[config.mk]
export PLATFORM = sky130hd
export DESIGN_NAME = dmm_fpga_top
export DESIGN_NICKNAME = d
export VERILOG_FILES = /design/src/common/dmm_pkg.sv /design/src/hdl/dmm_fpga_top.sv /design/src/hdl/output_mode_mux.sv /design/src/hdl/activity_latch.sv /design/src/hdl/precharge_sequencer.sv /design/src/hdl/spi_route.sv /design/src/hdl/spi_regs/spi_register_set.sv
export SDC_FILE = /design/constraint.sdc
export NUM_CORES = 1
export LEC_CHECK = 0
export ABC_CLOCK_PERIOD_IN_PS = 8800
export BUFFER_PORTS_ARGS = -buffer_cell sky130_fd_sc_hd__buf_2
export CELL_PAD_IN_SITES_DETAIL_PLACEMENT = 0
export CELL_PAD_IN_SITES_GLOBAL_PLACEMENT = 1
export CORE_AREA = 2 2 195 197
export DETAILED_ROUTE_END_ITERATION = 10
export DIE_AREA = 0 0 197 199
export PLACE_DENSITY = 0.79
export SLEW_MARGIN = 10
export SYNTH_ARGS = -nofsm -noshare
export SYNTH_HDL_FRONTEND = slang
export SYNTH_HIERARCHICAL = 1
export SYNTH_SLANG_ARGS = --single-unit
[constraint.sdc]
create_clock -name clk_i -period 8.8 [get_ports clk_i]
set_clock_uncertainty 0.1 [all_clocks]
set_input_delay 0.88 -clock clk_i [delete_from_list [all_inputs] [get_ports clk_i]]
set_output_delay 0.88 -clock clk_i [all_outputs]
set_load 0.005 [all_outputs]
[src/common/dmm_pkg.sv]
`default_nettype none

package dmm_pkg;

  ////////////////////////////////////////////////////////////////////////////
  // spi register bus

  typedef logic [31:0] reg_word_t;   // one register
  typedef logic [6:0]  reg_addr_t;
  typedef logic [5:0]  bit_cnt_t;    // 0 .. FRAME_BITS

  localparam reg_addr_t ADDR_STATUS    = 7'd0;   // read only
  localparam reg_addr_t ADDR_SPI_MUX   = 7'd1;   // cs2 routing
  localparam reg_addr_t ADDR_4094      = 7'd2;   // bit 0 is oe
  localparam reg_addr_t ADDR_MODE      = 7'd3;
  localparam reg_addr_t ADDR_DIRECT    = 7'd4;
  localparam reg_addr_t ADDR_APERTURE  = 7'd5;   // sample phase, clks
  localparam reg_addr_t ADDR_PRECHARGE = 7'd6;   // precharge phase, clks

  localparam logic [7:0] STATUS_MAGIC = 8'hAA;

  localparam bit_cnt_t FRAME_BITS  = 6'd40;  // wr flag, addr, data
  localparam bit_cnt_t HEADER_BITS = 6'd8;

  // cs2 routing, code 3 acts as none
  typedef logic [1:0] spi_mux_t;
  localparam spi_mux_t SPI_ROUTE_NONE = 2'd0;
  localparam spi_mux_t SPI_ROUTE_4094 = 2'd1;
  localparam spi_mux_t SPI_ROUTE_DAC  = 2'd2;

  typedef enum logic [2:0] {
    MODE_DIRECT    = 3'd0,
    MODE_ZERO      = 3'd1,
    MODE_ONES      = 3'd2,
    MODE_PATTERN   = 3'd3,
    MODE_PRECHARGE = 3'd4
  } out_mode_e;   // 5..7 give zero

  ////////////////////////////////////////////////////////////////////////////
  // control vector layout

  localparam int CTRL_BITS = 25;
  typedef logic [CTRL_BITS-1:0] ctrl_vec_t;

  localparam int CTRL_LEDS_LO       = 0;
  localparam int CTRL_LEDS_HI       = 3;
  localparam int CTRL_MON_LO        = 4;    // monitor spare
  localparam int CTRL_MON_HI        = 11;
  localparam int CTRL_SPI_INTERRUPT = 12;
  localparam int CTRL_MEAS_COMPLETE = 13;
  localparam int CTRL_PC1           = 14;
  localparam int CTRL_PC2           = 15;
  localparam int CTRL_AZMUX_LO      = 16;
  localparam int CTRL_AZMUX_HI      = 19;
  localparam int CTRL_CMPR_LATCH    = 20;
  localparam int CTRL_REFMUX_LO     = 21;
  localparam int CTRL_REFMUX_HI     = 24;

  ////////////////////////////////////////////////////////////////////////////
  // timing

  typedef logic [23:0] count_t;       // sequencer phase length
  typedef logic [4:0]  hold_cnt_t;
  localparam hold_cnt_t LED_HOLD_CYCLES = 5'd16;

endpackage

`default_nettype wire
[src/hdl/dmm_fpga_top.sv]
`timescale 1ns/1ps
`default_nettype none

module dmm_fpga_top (
  input  logic       clk_i,
  input  logic       arst_n_i,
  input  logic       sck_i,            // at most clk/8
  input  logic       sdi_i,
  input  logic       ss_n_i,           // register set select
  input  logic       spi_cs2_n_i,      // routed peripheral select
  input  logic       u1004_4094_data_i,
  input  logic [3:0] hw_flags_i,
  output logic       sdo_o,
  output logic       glb_spi_mosi_o,
  output logic       glb_spi_clk_o,
  output logic       glb_4094_oe_o,
  output logic       glb_4094_strobe_o,
  output logic       spi_dac_ss_o,
  output logic [3:0] leds_o,
  output logic [7:0] monitor_o,
  output logic       spi_interrupt_ctl_o,
  output logic       meas_complete_o,
  output logic       sig_pc1_sw_o,
  output logic       sig_pc2_sw_o,
  output logic [3:0] azmux_o,
  output logic       cmpr_latch_o,
  output logic [3:0] refmux_o
);

  logic [3:0]         sync_meta;   // {ss_n, cs2_n, sck, sdi}
  logic [3:0]         sync_q;
  logic               sck_d;
  logic               sck_rise;
  logic               sck_fall;
  logic               reg_sdo;
  logic               act_led;
  logic               pc_sw;
  logic               pc_meas;
  logic               pc_led;
  logic [7:0]         pc_monitor;
  dmm_pkg::reg_word_t reg_spi_mux, reg_4094, reg_mode;
  dmm_pkg::reg_word_t reg_direct, reg_aperture, reg_precharge;
  dmm_pkg::ctrl_vec_t ctrl;

  ////////////////////////////////////////////////////////////////////////////
  // two flop sync, selects idle high

  always_ff @(posedge clk_i or negedge arst_n_i) begin
    if (!arst_n_i) begin
      sync_meta <= 4'b1100;
      sync_q    <= 4'b1100;
      sck_d     <= 1'b0;
    end else begin
      sync_meta <= {ss_n_i, spi_cs2_n_i, sck_i, sdi_i};
      sync_q    <= sync_meta;
      sck_d     <= sync_q[1];
    end
  end

  assign sck_rise = sync_q[1] && !sck_d;
  assign sck_fall = !sync_q[1] && sck_d;

  spi_register_set spi_register_set_inst (
    .clk_i, .arst_n_i,
    .ss_n_i(sync_q[3]), .sck_rise_i(sck_rise), .sck_fall_i(sck_fall),
    .sdi_i(sync_q[0]), .hw_flags_i, .sdo_o(reg_sdo),
    .reg_spi_mux_o(reg_spi_mux), .reg_4094_o(reg_4094), .reg_mode_o(reg_mode),
    .reg_direct_o(reg_direct), .reg_aperture_o(reg_aperture),
    .reg_precharge_o(reg_precharge)
  );

  spi_route spi_route_inst (
    .spi_cs2_n_i, .ss_n_i, .sck_i, .sdi_i,      // raw pins, no latency
    .reg_sdo_i(reg_sdo), .u1004_4094_data_i,
    .route_i(dmm_pkg::spi_mux_t'(reg_spi_mux[1:0])),
    .glb_spi_clk_o, .glb_spi_mosi_o, .glb_4094_strobe_o, .spi_dac_ss_o, .sdo_o
  );

  assign glb_4094_oe_o = reg_4094[0];
  assign monitor_o     = {5'b0, spi_dac_ss_o, glb_spi_mosi_o, glb_spi_clk_o};

  precharge_sequencer precharge_sequencer_inst (
    .clk_i, .arst_n_i,
    .enable_i(reg_mode[2:0] == dmm_pkg::MODE_PRECHARGE),
    .aperture_i(reg_aperture[23:0]), .precharge_i(reg_precharge[23:0]),
    .sw_pc_o(pc_sw), .meas_complete_o(pc_meas), .led_o(pc_led),
    .monitor_o(pc_monitor)
  );

  activity_latch activity_latch_inst (
    .clk_i, .arst_n_i,
    .trig_i(!sync_q[3] || !sync_q[2]),   // either select
    .led_o(act_led)
  );

  output_mode_mux output_mode_mux_inst (
    .clk_i, .arst_n_i,
    .mode_i(dmm_pkg::out_mode_e'(reg_mode[2:0])), .direct_i(reg_direct),
    .activity_led_i(act_led), .pc_sw_i(pc_sw), .pc_meas_i(pc_meas),
    .pc_led_i(pc_led), .pc_monitor_i(pc_monitor), .ctrl_o(ctrl)
  );

  ////////////////////////////////////////////////////////////////////////////
  // pin split, monitor spare field not pinned

  assign leds_o              = ctrl[dmm_pkg::CTRL_LEDS_HI:dmm_pkg::CTRL_LEDS_LO];
  assign spi_interrupt_ctl_o = ctrl[dmm_pkg::CTRL_SPI_INTERRUPT];
  assign meas_complete_o     = ctrl[dmm_pkg::CTRL_MEAS_COMPLETE];
  assign sig_pc1_sw_o        = ctrl[dmm_pkg::CTRL_PC1];
  assign sig_pc2_sw_o        = ctrl[dmm_pkg::CTRL_PC2];
  assign azmux_o             = ctrl[dmm_pkg::CTRL_AZMUX_HI:dmm_pkg::CTRL_AZMUX_LO];
  assign cmpr_latch_o        = ctrl[dmm_pkg::CTRL_CMPR_LATCH];
  assign refmux_o            = ctrl[dmm_pkg::CTRL_REFMUX_HI:dmm_pkg::CTRL_REFMUX_LO];

endmodule

`default_nettype wire

[src/hdl/output_mode_mux.sv]
`timescale 1ns/1ps
`default_nettype none

module output_mode_mux (
  input  logic               clk_i,
  input  logic               arst_n_i,
  input  dmm_pkg::out_mode_e mode_i,
  input  dmm_pkg::reg_word_t direct_i,
  input  logic               activity_led_i,
  input  logic               pc_sw_i,         // precharge sequencer
  input  logic               pc_meas_i,
  input  logic               pc_led_i,
  input  logic [7:0]         pc_monitor_i,
  output dmm_pkg::ctrl_vec_t ctrl_o
);

  dmm_pkg::ctrl_vec_t pattern_q;   // free running, walks every pin
  dmm_pkg::ctrl_vec_t pc_vec;
  dmm_pkg::ctrl_vec_t ctrl_d;

  always_ff @(posedge clk_i or negedge arst_n_i) begin
    if (!arst_n_i) pattern_q <= '0;
    else           pattern_q <= pattern_q + 1'b1;
  end

  // precharge source, unused fields low
  always_comb begin
    pc_vec = '0;
    pc_vec[dmm_pkg::CTRL_LEDS_LO]                         = pc_led_i;
    pc_vec[dmm_pkg::CTRL_MON_HI:dmm_pkg::CTRL_MON_LO]     = pc_monitor_i;
    pc_vec[dmm_pkg::CTRL_MEAS_COMPLETE]                   = pc_meas_i;
    pc_vec[dmm_pkg::CTRL_PC1]                             = pc_sw_i;
  end

  always_comb begin
    case (mode_i)
      dmm_pkg::MODE_DIRECT:    ctrl_d = {direct_i[dmm_pkg::CTRL_BITS-1:1], activity_led_i};
      dmm_pkg::MODE_ZERO:      ctrl_d = '0;
      dmm_pkg::MODE_ONES:      ctrl_d = '1;
      dmm_pkg::MODE_PATTERN:   ctrl_d = pattern_q;
      dmm_pkg::MODE_PRECHARGE: ctrl_d = pc_vec;
      default:                 ctrl_d = '0;   // spare codes
    endcase
  end

  always_ff @(posedge clk_i or negedge arst_n_i) begin
    if (!arst_n_i) ctrl_o <= '0;
    else           ctrl_o <= ctrl_d;     // glitch free pins
  end

  // spare mode codes drive everything low a clk later
  a_spare_mode_zero: assert property (@(posedge clk_i) disable iff (!arst_n_i)
    mode_i > dmm_pkg::MODE_PRECHARGE |=> ctrl_o == '0);

endmodule

`default_nettype wire

[src/hdl/activity_latch.sv]
`timescale 1ns/1ps
`default_nettype none

module activity_latch (
  input  logic clk_i,
  input  logic arst_n_i,
  input  logic trig_i,     // any select low
  output logic led_o
);

  dmm_pkg::hold_cnt_t hold_q;   // clks left to hold

  always_ff @(posedge clk_i or negedge arst_n_i) begin
    if (!arst_n_i) begin
      hold_q <= '0;
    end else if (trig_i) begin
      hold_q <= dmm_pkg::LED_HOLD_CYCLES;   // retrigger
    end else if (hold_q != '0) begin
      hold_q <= hold_q - 1'b1;
    end
  end

  assign led_o = (hold_q != '0);

endmodule

`default_nettype wire

[src/hdl/precharge_sequencer.sv]
`timescale 1ns/1ps
`default_nettype none

module precharge_sequencer (
  input  logic            clk_i,
  input  logic            arst_n_i,
  input  logic            enable_i,      // mode is precharge
  input  dmm_pkg::count_t aperture_i,    // sample length, clks
  input  dmm_pkg::count_t precharge_i,   // precharge length, clks
  output logic            sw_pc_o,
  output logic            meas_complete_o,
  output logic            led_o,
  output logic [7:0]      monitor_o
);

  typedef enum logic {PRECHARGE, SAMPLE} phase_e;

  phase_e          phase_q;
  dmm_pkg::count_t cnt_q;        // cycles left in phase, minus one
  logic            last_cycle;

  // terminal count for a phase, 0 runs as 1
  function automatic dmm_pkg::count_t phase_load(input dmm_pkg::count_t len);
    return (len == '0) ? '0 : len - 1'b1;
  endfunction

  assign last_cycle = enable_i && (cnt_q == '0);

  always_ff @(posedge clk_i or negedge arst_n_i) begin
    if (!arst_n_i) begin
      phase_q <= PRECHARGE;
      cnt_q   <= '0;
      led_o   <= 1'b0;
    end else if (!enable_i) begin
      phase_q <= PRECHARGE;              // parked, restart on mode entry
      cnt_q   <= phase_load(precharge_i);
    end else if (last_cycle) begin
      led_o <= !led_o;                   // blink per phase
      if (phase_q == PRECHARGE) begin
        phase_q <= SAMPLE;
        cnt_q   <= phase_load(aperture_i);
      end else begin
        phase_q <= PRECHARGE;
        cnt_q   <= phase_load(precharge_i);
      end
    end else begin
      cnt_q <= cnt_q - 1'b1;
    end
  end

  assign sw_pc_o         = (phase_q == SAMPLE);   // switch closed to sample
  assign meas_complete_o = last_cycle && (phase_q == SAMPLE);
  assign monitor_o       = {phase_q == SAMPLE, cnt_q[23:17]};

  // sample starts only off a finished precharge
  a_sample_entry: assert property (@(posedge clk_i) disable iff (!arst_n_i)
    $rose(sw_pc_o) |-> phase_q == SAMPLE && $past(phase_q == PRECHARGE && cnt_q == '0));

endmodule

`default_nettype wire

[src/hdl/spi_route.sv]
`timescale 1ns/1ps
`default_nettype none

// cs2 peripheral routing, raw pins, no clock
module spi_route (
  input  logic              spi_cs2_n_i,
  input  logic              ss_n_i,
  input  logic              sck_i,
  input  logic              sdi_i,
  input  logic              reg_sdo_i,          // register set readback
  input  logic              u1004_4094_data_i,  // end of 4094 chain
  input  dmm_pkg::spi_mux_t route_i,
  output logic              glb_spi_clk_o,
  output logic              glb_spi_mosi_o,
  output logic              glb_4094_strobe_o,
  output logic              spi_dac_ss_o,
  output logic              sdo_o
);

  logic sel_4094;
  logic sel_dac;
  logic route_4094;
  logic route_dac;

  always_comb begin
    case (route_i)
      dmm_pkg::SPI_ROUTE_4094: {route_4094, route_dac} = 2'b10;
      dmm_pkg::SPI_ROUTE_DAC:  {route_4094, route_dac} = 2'b01;
      dmm_pkg::SPI_ROUTE_NONE: {route_4094, route_dac} = 2'b00;
      default:                 {route_4094, route_dac} = 2'b00;  // code 3
    endcase
  end

  assign sel_4094 = !spi_cs2_n_i && route_4094;
  assign sel_dac  = !spi_cs2_n_i && route_dac;

  // shared lines stay quiet unless a peripheral is selected
  assign glb_spi_clk_o     = (sel_4094 || sel_dac) && sck_i;
  assign glb_spi_mosi_o    = (sel_4094 || sel_dac) && sdi_i;
  assign glb_4094_strobe_o = sel_4094;          // strobe active high
  assign spi_dac_ss_o      = !sel_dac;          // dac select active low

  // own frame wins, then the chain readback
  assign sdo_o = !ss_n_i ? reg_sdo_i : (sel_4094 && u1004_4094_data_i);

endmodule

`default_nettype wire

[src/hdl/spi_regs/spi_register_set.sv]
`timescale 1ns/1ps
`default_nettype none

// spi slave with all inputs already in the clk domain
module spi_register_set (
  input  logic               clk_i,
  input  logic               arst_n_i,
  input  logic               ss_n_i,       // synchronized select
  input  logic               sck_rise_i,   // one clk strobe per edge
  input  logic               sck_fall_i,
  input  logic               sdi_i,
  input  logic [3:0]         hw_flags_i,
  output logic               sdo_o,
  output dmm_pkg::reg_word_t reg_spi_mux_o,
  output dmm_pkg::reg_word_t reg_4094_o,
  output dmm_pkg::reg_word_t reg_mode_o,
  output dmm_pkg::reg_word_t reg_direct_o,
  output dmm_pkg::reg_word_t reg_aperture_o,
  output dmm_pkg::reg_word_t reg_precharge_o
);

  dmm_pkg::bit_cnt_t              bit_cnt;     // rising edges this frame
  logic [dmm_pkg::FRAME_BITS-1:0] shift_in;
  dmm_pkg::reg_word_t             shift_out;   // msb drives sdo
  dmm_pkg::reg_word_t             rd_word;
  dmm_pkg::reg_word_t             status_word;
  logic                           commit_q;    // frame complete
  logic                           wr_flag;
  dmm_pkg::reg_addr_t             wr_addr;
  dmm_pkg::reg_word_t             wr_data;

  assign wr_flag = shift_in[39];
  assign wr_addr = shift_in[38:32];
  assign wr_data = shift_in[31:0];

  assign status_word = {20'b0, hw_flags_i, dmm_pkg::STATUS_MAGIC};

  ////////////////////////////////////////////////////////////////////////////
  // frame capture

  always_ff @(posedge clk_i or negedge arst_n_i) begin
    if (!arst_n_i) begin
      bit_cnt  <= '0;
      commit_q <= 1'b0;
    end else begin
      commit_q <= 1'b0;
      if (ss_n_i) begin
        bit_cnt <= '0;                      // idle or short frame dropped
      end else if (sck_rise_i && bit_cnt != dmm_pkg::FRAME_BITS) begin
        bit_cnt  <= bit_cnt + 1'b1;
        commit_q <= (bit_cnt == dmm_pkg::FRAME_BITS - 1'b1);
      end
    end
  end

  always_ff @(posedge clk_i) begin
    if (!ss_n_i && sck_rise_i && bit_cnt != dmm_pkg::FRAME_BITS) begin
      shift_in <= {shift_in[38:0], sdi_i};  // msb first
    end
  end

  ////////////////////////////////////////////////////////////////////////////
  // readback

  // address is the low 7 bits once the header is in
  always_comb begin
    case (dmm_pkg::reg_addr_t'(shift_in[6:0]))
      dmm_pkg::ADDR_STATUS:    rd_word = status_word;
      dmm_pkg::ADDR_SPI_MUX:   rd_word = reg_spi_mux_o;
      dmm_pkg::ADDR_4094:      rd_word = reg_4094_o;
      dmm_pkg::ADDR_MODE:      rd_word = reg_mode_o;
      dmm_pkg::ADDR_DIRECT:    rd_word = reg_direct_o;
      dmm_pkg::ADDR_APERTURE:  rd_word = reg_aperture_o;
      dmm_pkg::ADDR_PRECHARGE: rd_word = reg_precharge_o;
      default:                 rd_word = '0;   // unknown reads 0
    endcase
  end

  always_ff @(posedge clk_i or negedge arst_n_i) begin
    if (!arst_n_i) begin
      shift_out <= '0;
    end else if (ss_n_i) begin
      shift_out <= '0;
    end else if (sck_fall_i) begin
      if (bit_cnt == dmm_pkg::HEADER_BITS) begin
        shift_out <= rd_word;               // bit 31 out on first data fall
      end else if (bit_cnt > dmm_pkg::HEADER_BITS) begin
        shift_out <= {shift_out[30:0], 1'b0};
      end
    end
  end

  assign sdo_o = shift_out[31];

  ////////////////////////////////////////////////////////////////////////////
  // register bank

  always_ff @(posedge clk_i or negedge arst_n_i) begin
    if (!arst_n_i) begin
      reg_spi_mux_o   <= '0;
      reg_4094_o      <= '0;                // oe low at power up
      reg_mode_o      <= '0;                // direct mode
      reg_direct_o    <= '0;
      reg_aperture_o  <= '0;
      reg_precharge_o <= '0;
    end else if (commit_q && wr_flag) begin
      case (wr_addr)
        dmm_pkg::ADDR_SPI_MUX:   reg_spi_mux_o   <= wr_data;
        dmm_pkg::ADDR_4094:      reg_4094_o      <= wr_data;
        dmm_pkg::ADDR_MODE:      reg_mode_o      <= wr_data;
        dmm_pkg::ADDR_DIRECT:    reg_direct_o    <= wr_data;
        dmm_pkg::ADDR_APERTURE:  reg_aperture_o  <= wr_data;
        dmm_pkg::ADDR_PRECHARGE: reg_precharge_o <= wr_data;
        default: ;                          // status and holes ignored
      endcase
    end
  end

  // commit lands while the frame is still selected
  a_commit_in_frame: assert property (@(posedge clk_i) disable iff (!arst_n_i)
    commit_q |-> !ss_n_i);

  a_bit_cnt_range: assert property (@(posedge clk_i) disable iff (!arst_n_i)
    bit_cnt <= dmm_pkg::FRAME_BITS);

endmodule

`default_nettype wire

==> reports/metrics.csv, run 1 <==
metric,value,unit
status,"complete, no violations",
core,0.0371,mm^2
finalCritPeriodShare,0.354,
period_minus_slack,3110,ps
cp_max_fo,55,
switching_share,0.213,
cts_buffers,38,
htreeDepth,2,
p_sw,715,uW
cts_hold_buf,0,
drive_gt1_frac,0.271,
final_cell_count_no_fill,1893,
synthToLayoutAreaGrowth,10.8,%
slew_violations,0,
initial_core_util,0.454,
required,9130,ps
p_leak,0.00866,uW
gp_congestion,0.834,
dieArea,0.0392,mm^2
grt_pass1_vias,11400,
diodes,0,
die_y,199,um
nNetsFinal,1411,
clkLatencyLatePin,540,ps
cap_violations,0,
pin_count,42,
cp-end-kind,flop,
cts_max_path_buffers,3,
rsz0062_at_grt,no,
cts_root_buf,clkbuf_16,
drc,0,
grt_pass1_wl,67.6,mm
drt_wl_total,43.1,mm
finalSetupTns,0,ps
relSlewSlack,0.212,
fin_hold_ws,252,ps
clock-sinks,353,
p_per_area,179,mW/mm^2
r2r-start,spi_register_set_inst/shift_in[0],
critPathCapture,spi_register_set_inst/shift_out[14],
yosysWarnings,6,
r2r-end,spi_register_set_inst/shift_out[14],
rows,71,
dp_cells,1824,
first_iter_violations,864,
ir_drop,0.125,mV
syn_area,0.0169,mm^2
clk_pin_slew_worst_paths,60,ps
cts_resized,0,
grt_max_degree,112,
vias,11300,
cts_tree,built,
sequentialPowerShare,0.499,
critPathKind,reg -> reg,
post-cts-setup-buffers,0,
p_int,2630,uW
max_slew.worst_pin.slew,1180,ps
setup_viol_count_final,0,
min_from,sync_meta[1],
wire_per_inst,22.7,um
critPathArrivalTime,3440,ps
post-dp-hpwl,28.0,mm
p_clk_frac,0.479,
holdCritPathClass,reg -> reg,
hold_viol,0,
die_w,197,um
r2r_setup_slack,5690,ps
antenna_found_initial,0,
numPortBuffers,36,
routed_via_density,5.97,
pwr-share-comb,0.022,
avgSynthCellArea,12.2,um^2
startpoint_type,flop,
grt_usage,0.225,
final_antenna_net_count,0,
first_pass_iters,7,
grt_overflow,0,
reg2regPathDepth,5,
startpoint,spi_register_set_inst/shift_in[0],
fmax,321,MHz
syn-instance-count,1377,
power by group through the flow:
stage | registers (uW) | logic [uW] | clock network (uW)
floorplan | 1700 | 34.9 | 0
global placement | 1700 | 75.1 | 0
detailed placement | 1700 | 76.5 | 0
CTS | 1670 | 76.7 | 1640
global route | 1670 | 84.5 | 1710
finish | 1670 | 74.6 | 1600
state kept, by name (all words and copies together) (netlist names), 4 cells and up:
signal	count
activity_latch_inst/hold_q	5
output_mode_mux_inst/ctrl_o	17
output_mode_mux_inst/pattern_q	25
precharge_sequencer_inst/cnt_q	24
spi_register_set_inst/bit_cnt	6
spi_register_set_inst/reg_4094_o	32
spi_register_set_inst/reg_aperture_o	32
spi_register_set_inst/reg_direct_o	32
spi_register_set_inst/reg_mode_o	32
spi_register_set_inst/reg_precharge_o	32
spi_register_set_inst/reg_spi_mux_o	32
spi_register_set_inst/shift_in	40
spi_register_set_inst/shift_out	32
sync_meta	4
sync_q	4
worst min-delay path by stage:
stage                 to  slack [ps]  cells past startpoint
3_3_place_gp   sync_q[1]         240                      0
2_1_floorplan  sync_q[0]         230                      0
4_1_cts        sync_q[1]         260                      0
6_report       sync_q[1]         250                      0
3_5_place_dp   sync_q[0]         240                      0
5_1_grt        sync_q[3]         260                      0
area by class of cell:
class | count | area, um^2
timing repair buffer | 59 | 363
tap | 474 | 593
clock inverter | 15 | 171
fill | 3261 | 18500
multi-input combinational | 916 | 7330
sequential | 353 | 9040
inverter | 22 | 82.6
clock buffer | 54 | 1090
critical path: stages (launching register included):
cell and delay, ps:
edfxtp_1 770, buf_4 700, and3b_1 480, and2b_1 590
a221oi_1 170, o22ai_1 170
through the flow:
step / worst slack [ps] / power [uW] / utilization / instance area, um^2
final: 5690 / 3350 / 0.503 / 18700
after global routing: 5530 / 3460 / 0.503 / 18700
after CTS: 5720 / 3380 / 0.503 / 18700
after detailed placement: 5800 / 1780 / 0.469 / 17400
after global placement: 5830 / 1780 / 0.469 / 17400
after floorplan: 5610 / 1730 / - / 16900
routing by layer:
layer | vias to the layer above | global-route usage | wire [um]
met5 | - | 0 | 0
met2 | 326 | 0.366 | 20400
met3 | 61 | 0.0342 | 2390
met4 | 0 | 0.0560 | 833
met1 | 5801 | 0.317 | 19400
li1 | 5105 | - | -
placed cells by master, fill, tap and decap left out, types with 18 or more instances in the layout:
cell       count
a21oi_1       43
a22oi_1       47
buf_2         35
buf_4         23
clkbuf_16     39
dfrtp_1      309
edfxtp_1      40
inv_1         22
mux2_2       200
mux2i_1       43
nand2_1       79
nand3_1       23
nor2_1        57
nor3_1        19
nor4_1        18
o21ai_0       33
o22ai_1       22
o22ai_2       20
xnor2_1       51
xor2_1        37
No activity file was read; power rests on OpenSTA's default activity.
==> run 2, diff against run 1 <==
--- a/config.mk
+++ b/config.mk
@@ -5,7 +5,7 @@
 export SDC_FILE = /design/constraint.sdc
 export NUM_CORES = 1
 export LEC_CHECK = 0
-export ABC_CLOCK_PERIOD_IN_PS = 8800
+export ABC_CLOCK_PERIOD_IN_PS = 3100
 export BUFFER_PORTS_ARGS = -buffer_cell sky130_fd_sc_hd__buf_2
 export CELL_PAD_IN_SITES_DETAIL_PLACEMENT = 0
 export CELL_PAD_IN_SITES_GLOBAL_PLACEMENT = 1
==> constraint.sdc (replaced) <==
create_clock -name clk_i -period 3.1 [get_ports clk_i]
set_clock_uncertainty 0.1 [all_clocks]
set_input_delay 0.31 -clock clk_i [delete_from_list [all_inputs] [get_ports clk_i]]
set_output_delay 0.31 -clock clk_i [all_outputs]
set_load 0.005 [all_outputs]
==> run 2 against run 1 <==
Net effect: flip-flop and latch count unchanged; first-iteration DRC count shrank 4.5%; critical endpoint is now precharge_sequencer_inst/cnt_q[23]; register-to-register slack worse by 5300 ps; maximum frequency up 16%; utilization rose by 0.59 points; non-clock buffer count up 35; via count up 2.1%.
==> reports/metrics.csv, run 2 (synthesis gave the netlist of run 1 again) <==
metric,value,unit,change
first_pass_iters,5,,-2
synthToLayoutAreaGrowth,12.1,%,
cp-end-kind,flop,,
rows,71,,unchanged
grt_overflow,0,,unchanged
startpoint_type,flop,,
cts_max_path_buffers,3,,unchanged
ir_drop,0.298,mV,+140%
antenna_found_initial,0,,unchanged
pin_count,42,,unchanged
status,"complete, no violations",,
final_antenna_net_count,0,,unchanged
cp_cell_sequence,"nor3_1, nand4b_1, nor3_1, mux2i_1, or2_2, o221ai_1",,
wire_per_inst,22.6,um,-0.73%
p_per_area,489,mW/mm^2,+170%
path_buf_inv,0,,-1
p_leak,0.00881,uW,+1.8%
gp_congestion,0.867,,+3.9%
slowest_delay,510,ps,-260 ps
clkLatencyLatePin,540,ps,about the same
finalSetupTns,0,ps,unchanged
drc,0,,unchanged
finalCritPeriodShare,0.862,,+0.508
cts_buffers,38,,unchanged
cap_violations,0,,unchanged
largest_reg_flops,40,,unchanged
post-dp-hpwl,28.5,mm,+1.7%
fillers,3236,,-0.77%
final_area,0.0189,mm^2,+1.2%
dieArea,0.0392,mm^2,unchanged
die_y,199,um,unchanged
sequentialPowerShare,0.514,,+0.015
layout_commonest_cell,dfrtp_1,,
p_clk_frac,0.461,,-0.018
setup_slack,427,ps,-5260 ps
cts_root_buf,clkbuf_16,,
numPortBuffers,36,,unchanged
cp_max_fo,8,,-85%
nNetsFinal,1446,,+2.5%
clock-sinks,353,,unchanged
htreeDepth,2,,unchanged
core,0.0371,mm^2,unchanged
first_iter_violations,825,,-4.5%
largest-register,spi_register_set_inst/shift_in,,
cts_resized,0,,unchanged
multi_input_area,0.00733,mm^2,unchanged
pwr-share-comb,0.025,,+0.003
cts_tree,built,,
critPathKind,reg -> reg,,
initial_core_util,0.454,,unchanged
setup_viol_count_final,0,,unchanged
path_delay_family,simple AND/OR/NAND/NOR gates,,
fmax,374,MHz,+16%
mostFrequentLayoutCells,"dfrtp_1 (309), mux2_2 (200), nand2_1 (79)",,
vias,11500,,+2.1%
slew_violations,0,,unchanged
fin_hold_ws,253,ps,+0.315 ps
grt_usage,0.226,,+0.000976
p_int,7180,uW,+170%
critPathArrivalTime,2970,ps,-470 ps
fin_util,0.509,,+0.00586
drt_wl_total,43.5,mm,+1.1%
seqCellArea,0.00904,mm^2,unchanged
placed_area,0.0177,mm^2,+1.6%
cp_slowest_cell,nand4b_1,,
die_w,197,um,unchanged
grt_pass1_wl,67.7,mm,+0.28%
drive_gt1_frac,0.285,,+0.0141
grt_pass1_vias,11500,,+0.57%
routed_via_density,5.98,,+0.25%
grt_max_degree,87,,-22%
rsz0062_at_grt,no,,
post-place-ws,510,ps,-5290 ps
max_slew.worst_pin.slew,722,ps,-458 ps
holdCritPathClass,reg -> reg,,
crit_top_cell,nor3_1,,
hold_viol,0,,unchanged
diodes,0,,unchanged
switching_share,0.223,,+0.00947
p_sw,2060,uW,+190%
relSlewSlack,0.519,,+0.307
period_minus_slack,2670,ps,-441 ps
clk_pin_slew_worst_paths,60,ps,about the same
required,3400,ps,-5730 ps
## run 2: changes by cell type in the layout (fill, tap and decap cells not counted), sizes merged
cell         before  now
buf              59   89
bufinv            3    0
clkbuf           54   50
clkinv            7   17
clkinvlp          3    1
dlygate4sd3       0    5
inv              24   23
## run 2: repair_timing
item | in CTS | in global routing
endpoints found under the hold margin | 83 | 0
endpoints found under the setup margin | 0 | 0
hold buffers | 5 | 0
buffers inserted | 0 | 0
## run 2: worst register-to-register path: stages (launching register included)
cell	delay (ps)
dfrtp_1	480
nor3_1	500
nand4b_1	510
nor3_1	500
mux2i_1	230
or2_2	120
o221ai_1	90
## run 2: layout make-up
cell class / instances / area share
timing repair buffer: 94 / 0.0364
clock inverter: 19 / 0.00523
multi-input combinational: 916 / 0.388
inverter: 22 / 0.00437
clock buffer: 50 / 0.0560
tap: 474 / 0.0314
sequential: 353 / 0.478
## run 2: path summary, 6_finish.rpt
path / startpoint / endpoint / slack [ps] / cells past startpoint
max: spi_register_set_inst/reg_precharge_o[5] / precharge_sequencer_inst/cnt_q[23] / 430 / 6
min: sync_meta[3] / sync_q[3] / 250 / 0
max reg2reg: spi_register_set_inst/reg_precharge_o[5] / precharge_sequencer_inst/cnt_q[23] / 430 / 6
min reg2reg: sync_meta[3] / sync_q[3] / 250 / 0
max in group asynchronous: arst_n_i / spi_register_set_inst/reg_spi_mux_o[24] / 1690 / 3
min in group asynchronous: arst_n_i / output_mode_mux_inst/ctrl_o[1] / 270 / 2
## run 2: per-stage QoR
step / instances / power, uW
detailed placement: 1854 / 5060
CTS: 1928 / 9340
finish: 1928 / 9240
global placement: 1854 / 5060
floorplan: 1381 / 4910
global route: 1928 / 9530
## run 2: power groups by stage
stage	clock, uW	sequential, uW	combinational [uW]
after floorplan	0	4810	99.4
after global placement	0	4830	228
after detailed placement	0	4830	232
after CTS	4350	4750	238
after global routing	4520	4750	261
final	4260	4750	231
## run 2: routing by layer
layer	vias to the layer above	track usage	wire length (um)	share of wire
li1	5187	-	-	-
met1	5954	0.313	19400	0.45
met2	312	0.357	20400	0.47
met3	77	0.0358	2230	0.051
met4	0	0.0874	1500	0.035
met5	-	0	0	0
